**config.mk**
```make
export PLATFORM = sky130hd
export DESIGN_NAME = dcache_uncached
export DESIGN_NICKNAME = d
export VERILOG_FILES = /design/src/logic/dcache_pkg.sv /design/src/logic/amo_alu.sv /design/src/logic/load_align.sv /design/src/logic/store_align.sv /design/src/logic/dcache_ctrl.sv /design/src/logic/dcache_uncached.sv
export SDC_FILE = /design/constraint.sdc
export NUM_CORES = 1
export LEC_CHECK = 0
export ABC_AREA = 1
export BUFFER_PORTS_ARGS = -buffer_cell sky130_fd_sc_hd__buf_4
export CORE_MARGIN = 2
export CORE_UTILIZATION = 35
export CTS_CLUSTER_DIAMETER = 40
export CTS_CLUSTER_SIZE = 24
export DETAILED_ROUTE_END_ITERATION = 10
export PLACE_DENSITY = 0.64
export SLEW_MARGIN = 0
export SYNTH_ARGS = -nofsm -noshare
export SYNTH_HDL_FRONTEND = slang
export SYNTH_SLANG_ARGS = --single-unit
```
**constraint.sdc**
```tcl
create_clock -name clk -period 7 [get_ports clk]
set_input_delay 0 -clock clk [delete_from_list [all_inputs] [get_ports clk]]
set_output_delay 0 -clock clk [all_outputs]
set_load 0.02 [all_outputs]
```
**src/logic/dcache_pkg.sv**
```systemverilog
// Shared widths, enums and structs for the uncached data port; referenced by scoped names
`default_nettype none

package dcache_pkg;

    localparam int unsigned XLEN   = 64;
    localparam int unsigned STRB_W = XLEN / 8;
    localparam int unsigned OFFS_W = $clog2(STRB_W);  // Byte offset within a beat

    typedef logic [XLEN-1:0]   data_t;
    typedef logic [XLEN-1:0]   addr_t;
    typedef logic [STRB_W-1:0] strb_t;

    typedef enum logic [1:0] {
        SIZE_B,
        SIZE_H,
        SIZE_W,
        SIZE_D
    } size_e;

    typedef enum logic [1:0] {
        MEM_LOAD,
        MEM_STORE,
        MEM_AMO
    } mem_op_e;

    typedef enum logic [3:0] {
        AMO_SWAP,
        AMO_ADD,
        AMO_XOR,
        AMO_AND,
        AMO_OR,
        AMO_MIN,
        AMO_MAX,
        AMO_MINU,
        AMO_MAXU
    } amo_op_e;

    typedef enum logic {
        EXC_LOAD_MISALIGN,
        EXC_STORE_MISALIGN
    } exc_cause_e;

    typedef struct packed {
        addr_t   address;
        data_t   value;        // Store data or AMO operand
        mem_op_e op;
        size_e   size;
        logic    is_unsigned;  // Zero-extend loads
        amo_op_e amo;
    } cache_req_t;

    typedef struct packed {
        data_t value;
    } cache_resp_t;

    typedef struct packed {
        exc_cause_e cause;
        addr_t      tval;
    } cache_exc_t;

    typedef struct packed {
        data_t data;
        strb_t strb;
    } mem_w_t;

    // Offset bits that must be zero for a naturally aligned access
    function automatic logic [OFFS_W-1:0] size_mask(input size_e size);
        size_mask = OFFS_W'((1 << size) - 1);
    endfunction

endpackage

`default_nettype wire

```
**src/logic/amo_alu.sv**
```systemverilog
// AMO arithmetic; computes the value written back from the old memory value and the operand
`timescale 1ns/1ps
`default_nettype none

module amo_alu (
    input  dcache_pkg::amo_op_e op,
    input  dcache_pkg::data_t   old_value,
    input  dcache_pkg::data_t   operand,
    output dcache_pkg::data_t   result
);

    logic lt_signed;
    logic lt_unsigned;

    // Word forms arrive sign-extended, so 64-bit compares cover them
    assign lt_signed   = $signed(old_value) < $signed(operand);
    assign lt_unsigned = old_value < operand;

    always_comb begin
        unique case (op)
            dcache_pkg::AMO_SWAP: result = operand;
            dcache_pkg::AMO_ADD:  result = old_value + operand;
            dcache_pkg::AMO_XOR:  result = old_value ^ operand;
            dcache_pkg::AMO_AND:  result = old_value & operand;
            dcache_pkg::AMO_OR:   result = old_value | operand;
            dcache_pkg::AMO_MIN:  result = lt_signed ? old_value : operand;
            dcache_pkg::AMO_MAX:  result = lt_signed ? operand : old_value;
            dcache_pkg::AMO_MINU: result = lt_unsigned ? old_value : operand;
            dcache_pkg::AMO_MAXU: result = lt_unsigned ? operand : old_value;
            default:              result = operand;
        endcase
    end

endmodule

`default_nettype wire

```
**src/logic/load_align.sv**
```systemverilog
// Load data aligner; picks the addressed field out of a full read beat and extends it
`timescale 1ns/1ps
`default_nettype none

module load_align (
    input  logic                          clk,
    input  dcache_pkg::data_t             beat,
    input  logic [dcache_pkg::OFFS_W-1:0] offset,
    input  dcache_pkg::size_e             size,
    input  logic                          is_unsigned,
    output dcache_pkg::data_t             value
);

    dcache_pkg::data_t shifted;

    // Move the addressed byte down to lane 0
    assign shifted = beat >> {offset, 3'b000};

    always_comb begin
        unique case (size)
            dcache_pkg::SIZE_B: begin
                if (is_unsigned) value = dcache_pkg::data_t'(shifted[7:0]);
                else value = dcache_pkg::data_t'($signed(shifted[7:0]));
            end
            dcache_pkg::SIZE_H: begin
                if (is_unsigned) value = dcache_pkg::data_t'(shifted[15:0]);
                else value = dcache_pkg::data_t'($signed(shifted[15:0]));
            end
            dcache_pkg::SIZE_W: begin
                if (is_unsigned) value = dcache_pkg::data_t'(shifted[31:0]);
                else value = dcache_pkg::data_t'($signed(shifted[31:0]));
            end
            default: value = beat;  // Doubleword
        endcase
    end

    // Controller only presents offsets of accepted, aligned requests
    a_offset_aligned: assert property (@(posedge clk)
        (offset & dcache_pkg::size_mask(size)) == '0)
        else $error("Load offset %0d not aligned to size %s", offset, size.name());

endmodule

`default_nettype wire

```
**src/logic/store_align.sv**
```systemverilog
// Store data aligner; places write data in its byte lanes and builds the matching strobe
`timescale 1ns/1ps
`default_nettype none

module store_align (
    input  dcache_pkg::data_t             src,
    input  logic [dcache_pkg::OFFS_W-1:0] offset,
    input  dcache_pkg::size_e             size,
    output dcache_pkg::mem_w_t            beat
);

    dcache_pkg::strb_t strb_base;

    always_comb begin
        unique case (size)
            dcache_pkg::SIZE_B: strb_base = dcache_pkg::strb_t'(8'h01);
            dcache_pkg::SIZE_H: strb_base = dcache_pkg::strb_t'(8'h03);
            dcache_pkg::SIZE_W: strb_base = dcache_pkg::strb_t'(8'h0f);
            default:            strb_base = '1;
        endcase
    end

    // Upper bytes of src fall off the top of the beat
    assign beat.data = src << {offset, 3'b000};
    assign beat.strb = strb_base << offset;

endmodule

`default_nettype wire

```
**src/logic/dcache_ctrl.sv**
```systemverilog
// Request FSM of the uncached port; sequences the AR/R and AW/W/B channels per request
`timescale 1ns/1ps
`default_nettype none

module dcache_ctrl (
    input  logic                          clk,
    input  logic                          rstn,
    input  logic                          req_valid,
    input  dcache_pkg::cache_req_t        req,
    output logic                          req_ready,
    output logic                          resp_valid,
    output dcache_pkg::cache_resp_t       resp,
    output logic                          ex_valid,
    output dcache_pkg::cache_exc_t        ex,
    output logic                          ar_valid,
    output dcache_pkg::addr_t             ar_addr,
    input  logic                          ar_ready,
    input  logic                          r_valid,
    output logic                          aw_valid,
    output dcache_pkg::addr_t             aw_addr,
    input  logic                          aw_ready,
    output logic                          w_valid,
    output dcache_pkg::mem_w_t            w,
    input  logic                          w_ready,
    input  logic                          b_valid,
    output logic [dcache_pkg::OFFS_W-1:0] load_offset,
    output dcache_pkg::size_e             load_size,
    output logic                          load_unsigned,
    input  dcache_pkg::data_t             load_value,
    output logic [dcache_pkg::OFFS_W-1:0] store_offset,
    output dcache_pkg::size_e             store_size,
    output dcache_pkg::data_t             store_src,
    input  dcache_pkg::mem_w_t            store_beat,
    output dcache_pkg::amo_op_e           amo_op,
    output dcache_pkg::data_t             amo_old,
    output dcache_pkg::data_t             amo_operand,
    input  dcache_pkg::data_t             amo_result
);

    typedef enum logic [1:0] {
        IDLE,
        WAIT_R,   // AR issued, waiting for the read beat
        AMO,      // Write-back value computed here
        WAIT_W    // AW and W issued, waiting for B
    } state_e;

    state_e                 state;
    dcache_pkg::cache_req_t req_q;
    logic                   accept;
    logic                   aligned;

    assign req_ready = state == IDLE;
    assign accept    = req_valid && req_ready;
    assign aligned   = (req.address[dcache_pkg::OFFS_W-1:0]
                        & dcache_pkg::size_mask(req.size)) == '0;

    assign ar_addr = req_q.address;
    assign aw_addr = req_q.address;

    assign load_offset   = req_q.address[dcache_pkg::OFFS_W-1:0];
    assign load_size     = req_q.size;
    assign load_unsigned = req_q.is_unsigned && req_q.op != dcache_pkg::MEM_AMO;

    // Stores are aligned straight from the request, AMOs from the ALU result
    assign store_offset = state == AMO ? req_q.address[dcache_pkg::OFFS_W-1:0]
                                       : req.address[dcache_pkg::OFFS_W-1:0];
    assign store_size   = state == AMO ? req_q.size : req.size;
    assign store_src    = state == AMO ? amo_result : req.value;

    assign amo_op      = req_q.amo;
    assign amo_old     = resp.value;
    assign amo_operand = req_q.size == dcache_pkg::SIZE_W
                       ? dcache_pkg::data_t'($signed(req_q.value[31:0])) : req_q.value;

    always_ff @(posedge clk or negedge rstn) begin
        if (!rstn) begin
            state      <= IDLE;
            req_q      <= '0;
            resp_valid <= 1'b0;
            ex_valid   <= 1'b0;
            ar_valid   <= 1'b0;
            aw_valid   <= 1'b0;
            w_valid    <= 1'b0;
        end else begin
            resp_valid <= 1'b0;
            ex_valid   <= 1'b0;
            unique case (state)
                IDLE: begin
                    if (accept && !aligned) begin
                        ex_valid <= 1'b1;
                    end else if (accept) begin
                        req_q <= req;
                        if (req.op == dcache_pkg::MEM_STORE) begin
                            aw_valid <= 1'b1;
                            w_valid  <= 1'b1;
                            state    <= WAIT_W;
                        end else begin
                            ar_valid <= 1'b1;
                            state    <= WAIT_R;
                        end
                    end
                end
                WAIT_R: begin
                    if (ar_ready) ar_valid <= 1'b0;
                    if (r_valid) begin
                        if (req_q.op == dcache_pkg::MEM_AMO) begin
                            state <= AMO;
                        end else begin
                            resp_valid <= 1'b1;
                            state      <= IDLE;
                        end
                    end
                end
                AMO: begin
                    aw_valid <= 1'b1;
                    w_valid  <= 1'b1;
                    state    <= WAIT_W;
                end
                WAIT_W: begin
                    if (aw_ready) aw_valid <= 1'b0;
                    if (w_ready) w_valid <= 1'b0;
                    if (b_valid) begin
                        resp_valid <= 1'b1;  // AMO keeps the old value in resp
                        state      <= IDLE;
                    end
                end
                default: state <= IDLE;
            endcase
        end
    end

    always_ff @(posedge clk) begin
        if (accept && !aligned) begin
            ex.cause <= req.op == dcache_pkg::MEM_LOAD ? dcache_pkg::EXC_LOAD_MISALIGN
                                                       : dcache_pkg::EXC_STORE_MISALIGN;
            ex.tval  <= req.address;
        end
        if (accept || state == AMO) w <= store_beat;
        if (state == WAIT_R && r_valid) resp.value <= load_value;
    end

    a_write_path: assert property (@(posedge clk) disable iff (!rstn)
        (aw_valid || w_valid) |-> state == WAIT_W)
        else $error("AW/W valid high outside the write wait state");

    a_idle_quiet: assert property (@(posedge clk) disable iff (!rstn)
        req_ready |-> !(ar_valid || aw_valid || w_valid))
        else $error("Bus valid still high while ready for a new request");

    a_one_result: assert property (@(posedge clk) disable iff (!rstn)
        !(resp_valid && ex_valid))
        else $error("Response and exception signalled together");

endmodule

`default_nettype wire

```
**src/logic/dcache_uncached.sv**
```systemverilog
// Uncached data-memory port top level; connect the CPU request side and the memory channels
`timescale 1ns/1ps
`default_nettype none

module dcache_uncached (
    input  logic                    clk,
    input  logic                    rstn,
    input  logic                    req_valid,
    input  dcache_pkg::cache_req_t  req,
    output logic                    req_ready,
    output logic                    resp_valid,
    output dcache_pkg::cache_resp_t resp,
    output logic                    ex_valid,
    output dcache_pkg::cache_exc_t  ex,
    output logic                    ar_valid,
    output dcache_pkg::addr_t       ar_addr,
    input  logic                    ar_ready,
    input  logic                    r_valid,
    input  dcache_pkg::data_t       r_data,
    output logic                    aw_valid,
    output dcache_pkg::addr_t       aw_addr,
    input  logic                    aw_ready,
    output logic                    w_valid,
    output dcache_pkg::mem_w_t      w,
    input  logic                    w_ready,
    input  logic                    b_valid
);

    logic [dcache_pkg::OFFS_W-1:0] load_offset;
    dcache_pkg::size_e             load_size;
    logic                          load_unsigned;
    dcache_pkg::data_t             load_value;

    logic [dcache_pkg::OFFS_W-1:0] store_offset;
    dcache_pkg::size_e             store_size;
    dcache_pkg::data_t             store_src;
    dcache_pkg::mem_w_t            store_beat;

    dcache_pkg::amo_op_e           amo_op;
    dcache_pkg::data_t             amo_old;
    dcache_pkg::data_t             amo_operand;
    dcache_pkg::data_t             amo_result;

    dcache_ctrl ctrl0 (.*);

    load_align load0 (
        .clk         (clk),
        .beat        (r_data),
        .offset      (load_offset),
        .size        (load_size),
        .is_unsigned (load_unsigned),
        .value       (load_value)
    );

    store_align store0 (
        .src    (store_src),
        .offset (store_offset),
        .size   (store_size),
        .beat   (store_beat)
    );

    amo_alu alu0 (
        .op        (amo_op),
        .old_value (amo_old),
        .operand   (amo_operand),
        .result    (amo_result)
    );

endmodule

`default_nettype wire

```
==> reports/qor.csv <==
stage;metric;value;unit
placement;hpwl;123000;um
cts;cts-htree-levels;3;
timing;hold_viol;1;
timing;setup_viol;0;
cts;cts_root_buf;clkbuf_16;
power;power_density;580.1;mW/mm^2
synthesis;synthMuxAreaShare;0.02836;
critical_path;path_class;reg -> reg;
critical_path;cp_top_family;simple AND/OR/NAND/NOR gates;
critical_path;cp-end-kind;register;
timing;fin_skew;0.05252;ns
critical_path;crit_path_start_kind;register;
placement;portBuffers;543;
drt;wirelength;155700;um
synthesis;synth_seq_area_share;0.3376;
drt;drtPass1Iterations;7;
synthesis;synth-seq-cells;345;
drt;vias_per_cell;5.613;
power;swShare;0.5581;
critical_path;worstPathRequired;7.34;ns
floorplan;die-height;289.6;um
power;pwr-share-clk;0.153;
synthesis;synth_fa_ha_area_frac;0.08485;
finish;area_growth;32.05;%
synthesis;yosys.cell_types.count;57;
power;seqPwrFrac;0.204;
synthesis;synth_top_family_by_area;simple AND/OR/NAND/NOR gates;
cts;cts_buffer_depth;3;
cts;holdBufCountCts;211;
floorplan;num_rows;104;
timing;finalCriticalPeriod;5.504;ns
power;p_leak;18.04;nW
timing;fin_tns_setup;0;ns
synthesis;yosysWarnings;0;
synthesis;synth_compound_area_frac;0.1679;
synthesis;avgSynthCellArea;7.175;um^2
synthesis;synth-simple-area-share;0.2552;
floorplan;pin_count;544;
timing;worstMarginPinSlew;1.167;ns
drt;drc;0;
global_route;antenna_found_initial;10;
run_status;status;finished with violations;
cts;post_cts_resized;0;
cts;clock-sinks;345;
cts;cts_inserted_buffers;66;
timing;timing.final.ws_setup;1.496;ns
floorplan;core;0.08068;mm^2
timing;maxSlewViolCount;0;
global_route;track_usage;0.3586;
global_route;overflow;0;
synthesis;synthFlopType;edfxtp_1;
cts;clkLatencyLatePin;0.64;ns
timing;fin_crit_sh;0.7864;
synthesis;synthArstFlopShare;0.4174;
synthesis;synth_edf_count;201;
run_status;violations;hold timing;
power;internal-power;9.665;mW
critical_path;crit_top_cell;nand3_1;
power;p_switching;12.20;mW
synthesis;syn_nets;4381;
power;power_frac_comb;0.643;
global_route;grt_pass1_wl;216700;um
global_route;grt_pass1_vias;30660;
critical_path;worstPathArrival;5.85;ns
placement;place_ws;1.702;ns
cts;clkSlewWorstSetupHoldPaths;0.05;ns
timing;maxSlewHeadroom;0.2172;
drt;drt_iter0_drc;3759;
power;power.ir.vdd_worst;0.3263;mV
critical_path;crit_slowest_cell;ha_1;
critical_path;path_max_fanout;32;
placement;routabilityCongestion;1.064;
finish;fillers;8079;
finish;final_nets;5008;
global_route;grt_max_degree;161;
cts;postCtsSetupBuffers;0;
drt;wire_per_inst;27.19;um
critical_path;r2r_slack;1.50;ns
finish;drive_gt1_frac;0.1934;
floorplan;start_util;0.3539;
synthesis;syn_inst;3979;
critical_path;cpPeakStageDelay;0.46;ns
run;max-cap-violations;0;
drt;num_vias;32150;
timing;hold-worst-slack;-0.009778;ns
critical_path;worst-path-buf-inv;6;
synthesis;syn_area;0.02855;mm^2
timing;fmax;181.7;MHz
synthesis;synth_xor_area_frac;0.001841;
floorplan;die_w;289.6;um
floorplan;die_area;0.08387;mm^2
finish;final_core_util;0.4673;
cts;tritoncts;built;
drt;postRouteAntennaNets;0;
min_path;hp-class;in -> reg;
timing;rsz0062_at_grt;no;
## path summary, 6_finish.rpt
kind                                     end  cells after the start                from
max                              ctrl0.w[68]                     25  ctrl0.load_size[1]
min                        ctrl0.amo_old[41]                      3          r_data[41]
max reg2reg                      ctrl0.w[68]                     25  ctrl0.load_size[1]
min reg2reg                  ctrl0.req_q[65]                      2     ctrl0.req_q[65]
max in group asynchronous   ctrl0.ar_addr[0]                      5                rstn
min in group asynchronous    ctrl0.req_q[12]                      4                rstn
## layout by cell type (no fill, tap or decap), types with 25 or more instances in the layout
master         netlist  layout
a21oi_1            275     274
buf_4              134     635
clkbuf_16            0      66
dfrtp_1            144     143
dlygate4sd3_1        0     210
edfxtp_1           201     201
ha_1               192     192
inv_1              482     480
mux2_2              71      71
nand2_1            917     915
nand3_1            382     382
nand4_1             31      31
nor2_1             317     313
nor3_1              26      25
o211ai_1            37      37
o21ai_0            355     354
o22ai_1             54      54
## Yosys cell counts, types with 3 or more instances
cell type	instances	area (um^2)
nand3b_1	7	52.55
inv_1	482	1809
a31oi_1	5	31.28
nor4_1	5	31.28
buf_1	18	67.56
inv_2	10	37.54
a32o_1	7	70.07
buf_6	7	78.83
clkinv_1	4	15.01
o21a_1	11	82.58
nor2_1	317	1190
edfxtp_1	201	6036
nor2_2	4	25.02
o211ai_1	37	277.8
a21boi_0	3	22.52
o21ai_0	355	1777
o22ai_1	54	337.8
a21o_1	8	60.06
nor3_1	26	130.1
nand2_2	6	37.54
mux2_2	71	799.5
clkbuf_1	120	450.4
ha_1	192	2402
nand2_1	917	3442
o21ai_1	12	60.06
xor2_1	6	52.55
buf_4	134	1006
buf_2	15	75.07
a22oi_1	12	90.09
nand3_2	7	70.07
dfrtp_1	144	3603
a21oi_1	275	1376
a21oi_2	10	87.58
nand2_4	4	45.04
a221oi_1	22	192.7
or2_2	8	50.05
nand4_1	31	193.9
nand3_1	382	1912
o221ai_1	4	35.03
o21bai_1	17	127.6
o2111ai_1	10	87.58
## worst reg2reg max path, delay by kind of cell (launching register included)
family / cells / cell delay, ns
buffers and inverters: 6 / 1.33
and+or+nand+nor: 16 / 2.47
DFF: 1 / 0.42
AOI/OAI and AO/OA: 2 / 0.52
adders and majority gates: 1 / 0.46
## metrics by stage
step	std cells	hold slack (ns)	area [um^2]	power [mW]
finish	5728	-0.009778	37700	21.87
detailed placement	5387	0.003842	33190	17.94
global route	5727	0.07929	37700	22.92
global placement	5387	0.002258	33190	17.98
floorplan	3979	-0.2956	28550	12.42
CTS	5719	0.007654	37680	21.47
## power by group through the flow
stage          logic (mW)  registers, mW  clock network [mW]
6_report             14.1           4.45                3.35
5_1_grt              15.0           4.48                3.48
4_1_cts              13.7           4.42                3.38
3_5_place_dp         13.5           4.44                   0
3_3_place_gp         13.5           4.45                   0
2_1_floorplan        8.25           4.17                   0
## per-layer routing
layer  part of all wire  routed length, um  global-route usage  vias up
met5           0.000096                 15                   0        -
met2               0.44              69260              0.5587     1967
li1                   -                  -                   -    14460
met1               0.38              59190              0.4392    15270
met3              0.092              14380             0.07732      449
met4              0.083              12890              0.2594        2
## state kept, by name, summed over array words and instances, names as in the netlist
name	count
ctrl0.amo_old	64
ctrl0.ex_valid	1
ctrl0.ar_addr	64
ctrl0.req_q	67
ctrl0.load_size	2
ctrl0.state	2
ctrl0.resp_valid	1
ctrl0.amo_op	4
ctrl0.ex	65
ctrl0.ar_valid	1
ctrl0.w	72
ctrl0.w_valid	1
ctrl0.aw_valid	1
## area by class of cell
type / instances / area, um^2 / area share
Antenna cell: 9 / 22.52 / 0.0005974
Clock buffer: 74 / 1732 / 0.04593
Clock inverter: 47 / 620.6 / 0.01646
Inverter: 496 / 1863 / 0.04942
Multi-Input combinational cell: 2843 / 15440 / 0.4097
Sequential cell: 345 / 9643 / 0.2558
Tap cell: 1060 / 1326 / 0.03518
Timing Repair Buffer: 854 / 7048 / 0.1870
## kinds of logic (layout without fill, tap and decap cells)
group           after synthesis  count (layout)
simple gates               1722            1722
buf+inv                     791            1471
mux                          72              72
compound gates              850             850
flops                       345             345
other cells                   0               9
fa+ha+maj                   193             193
xor+xnor                      6               6
No activity file was read; power rests on OpenSTA's default activity.
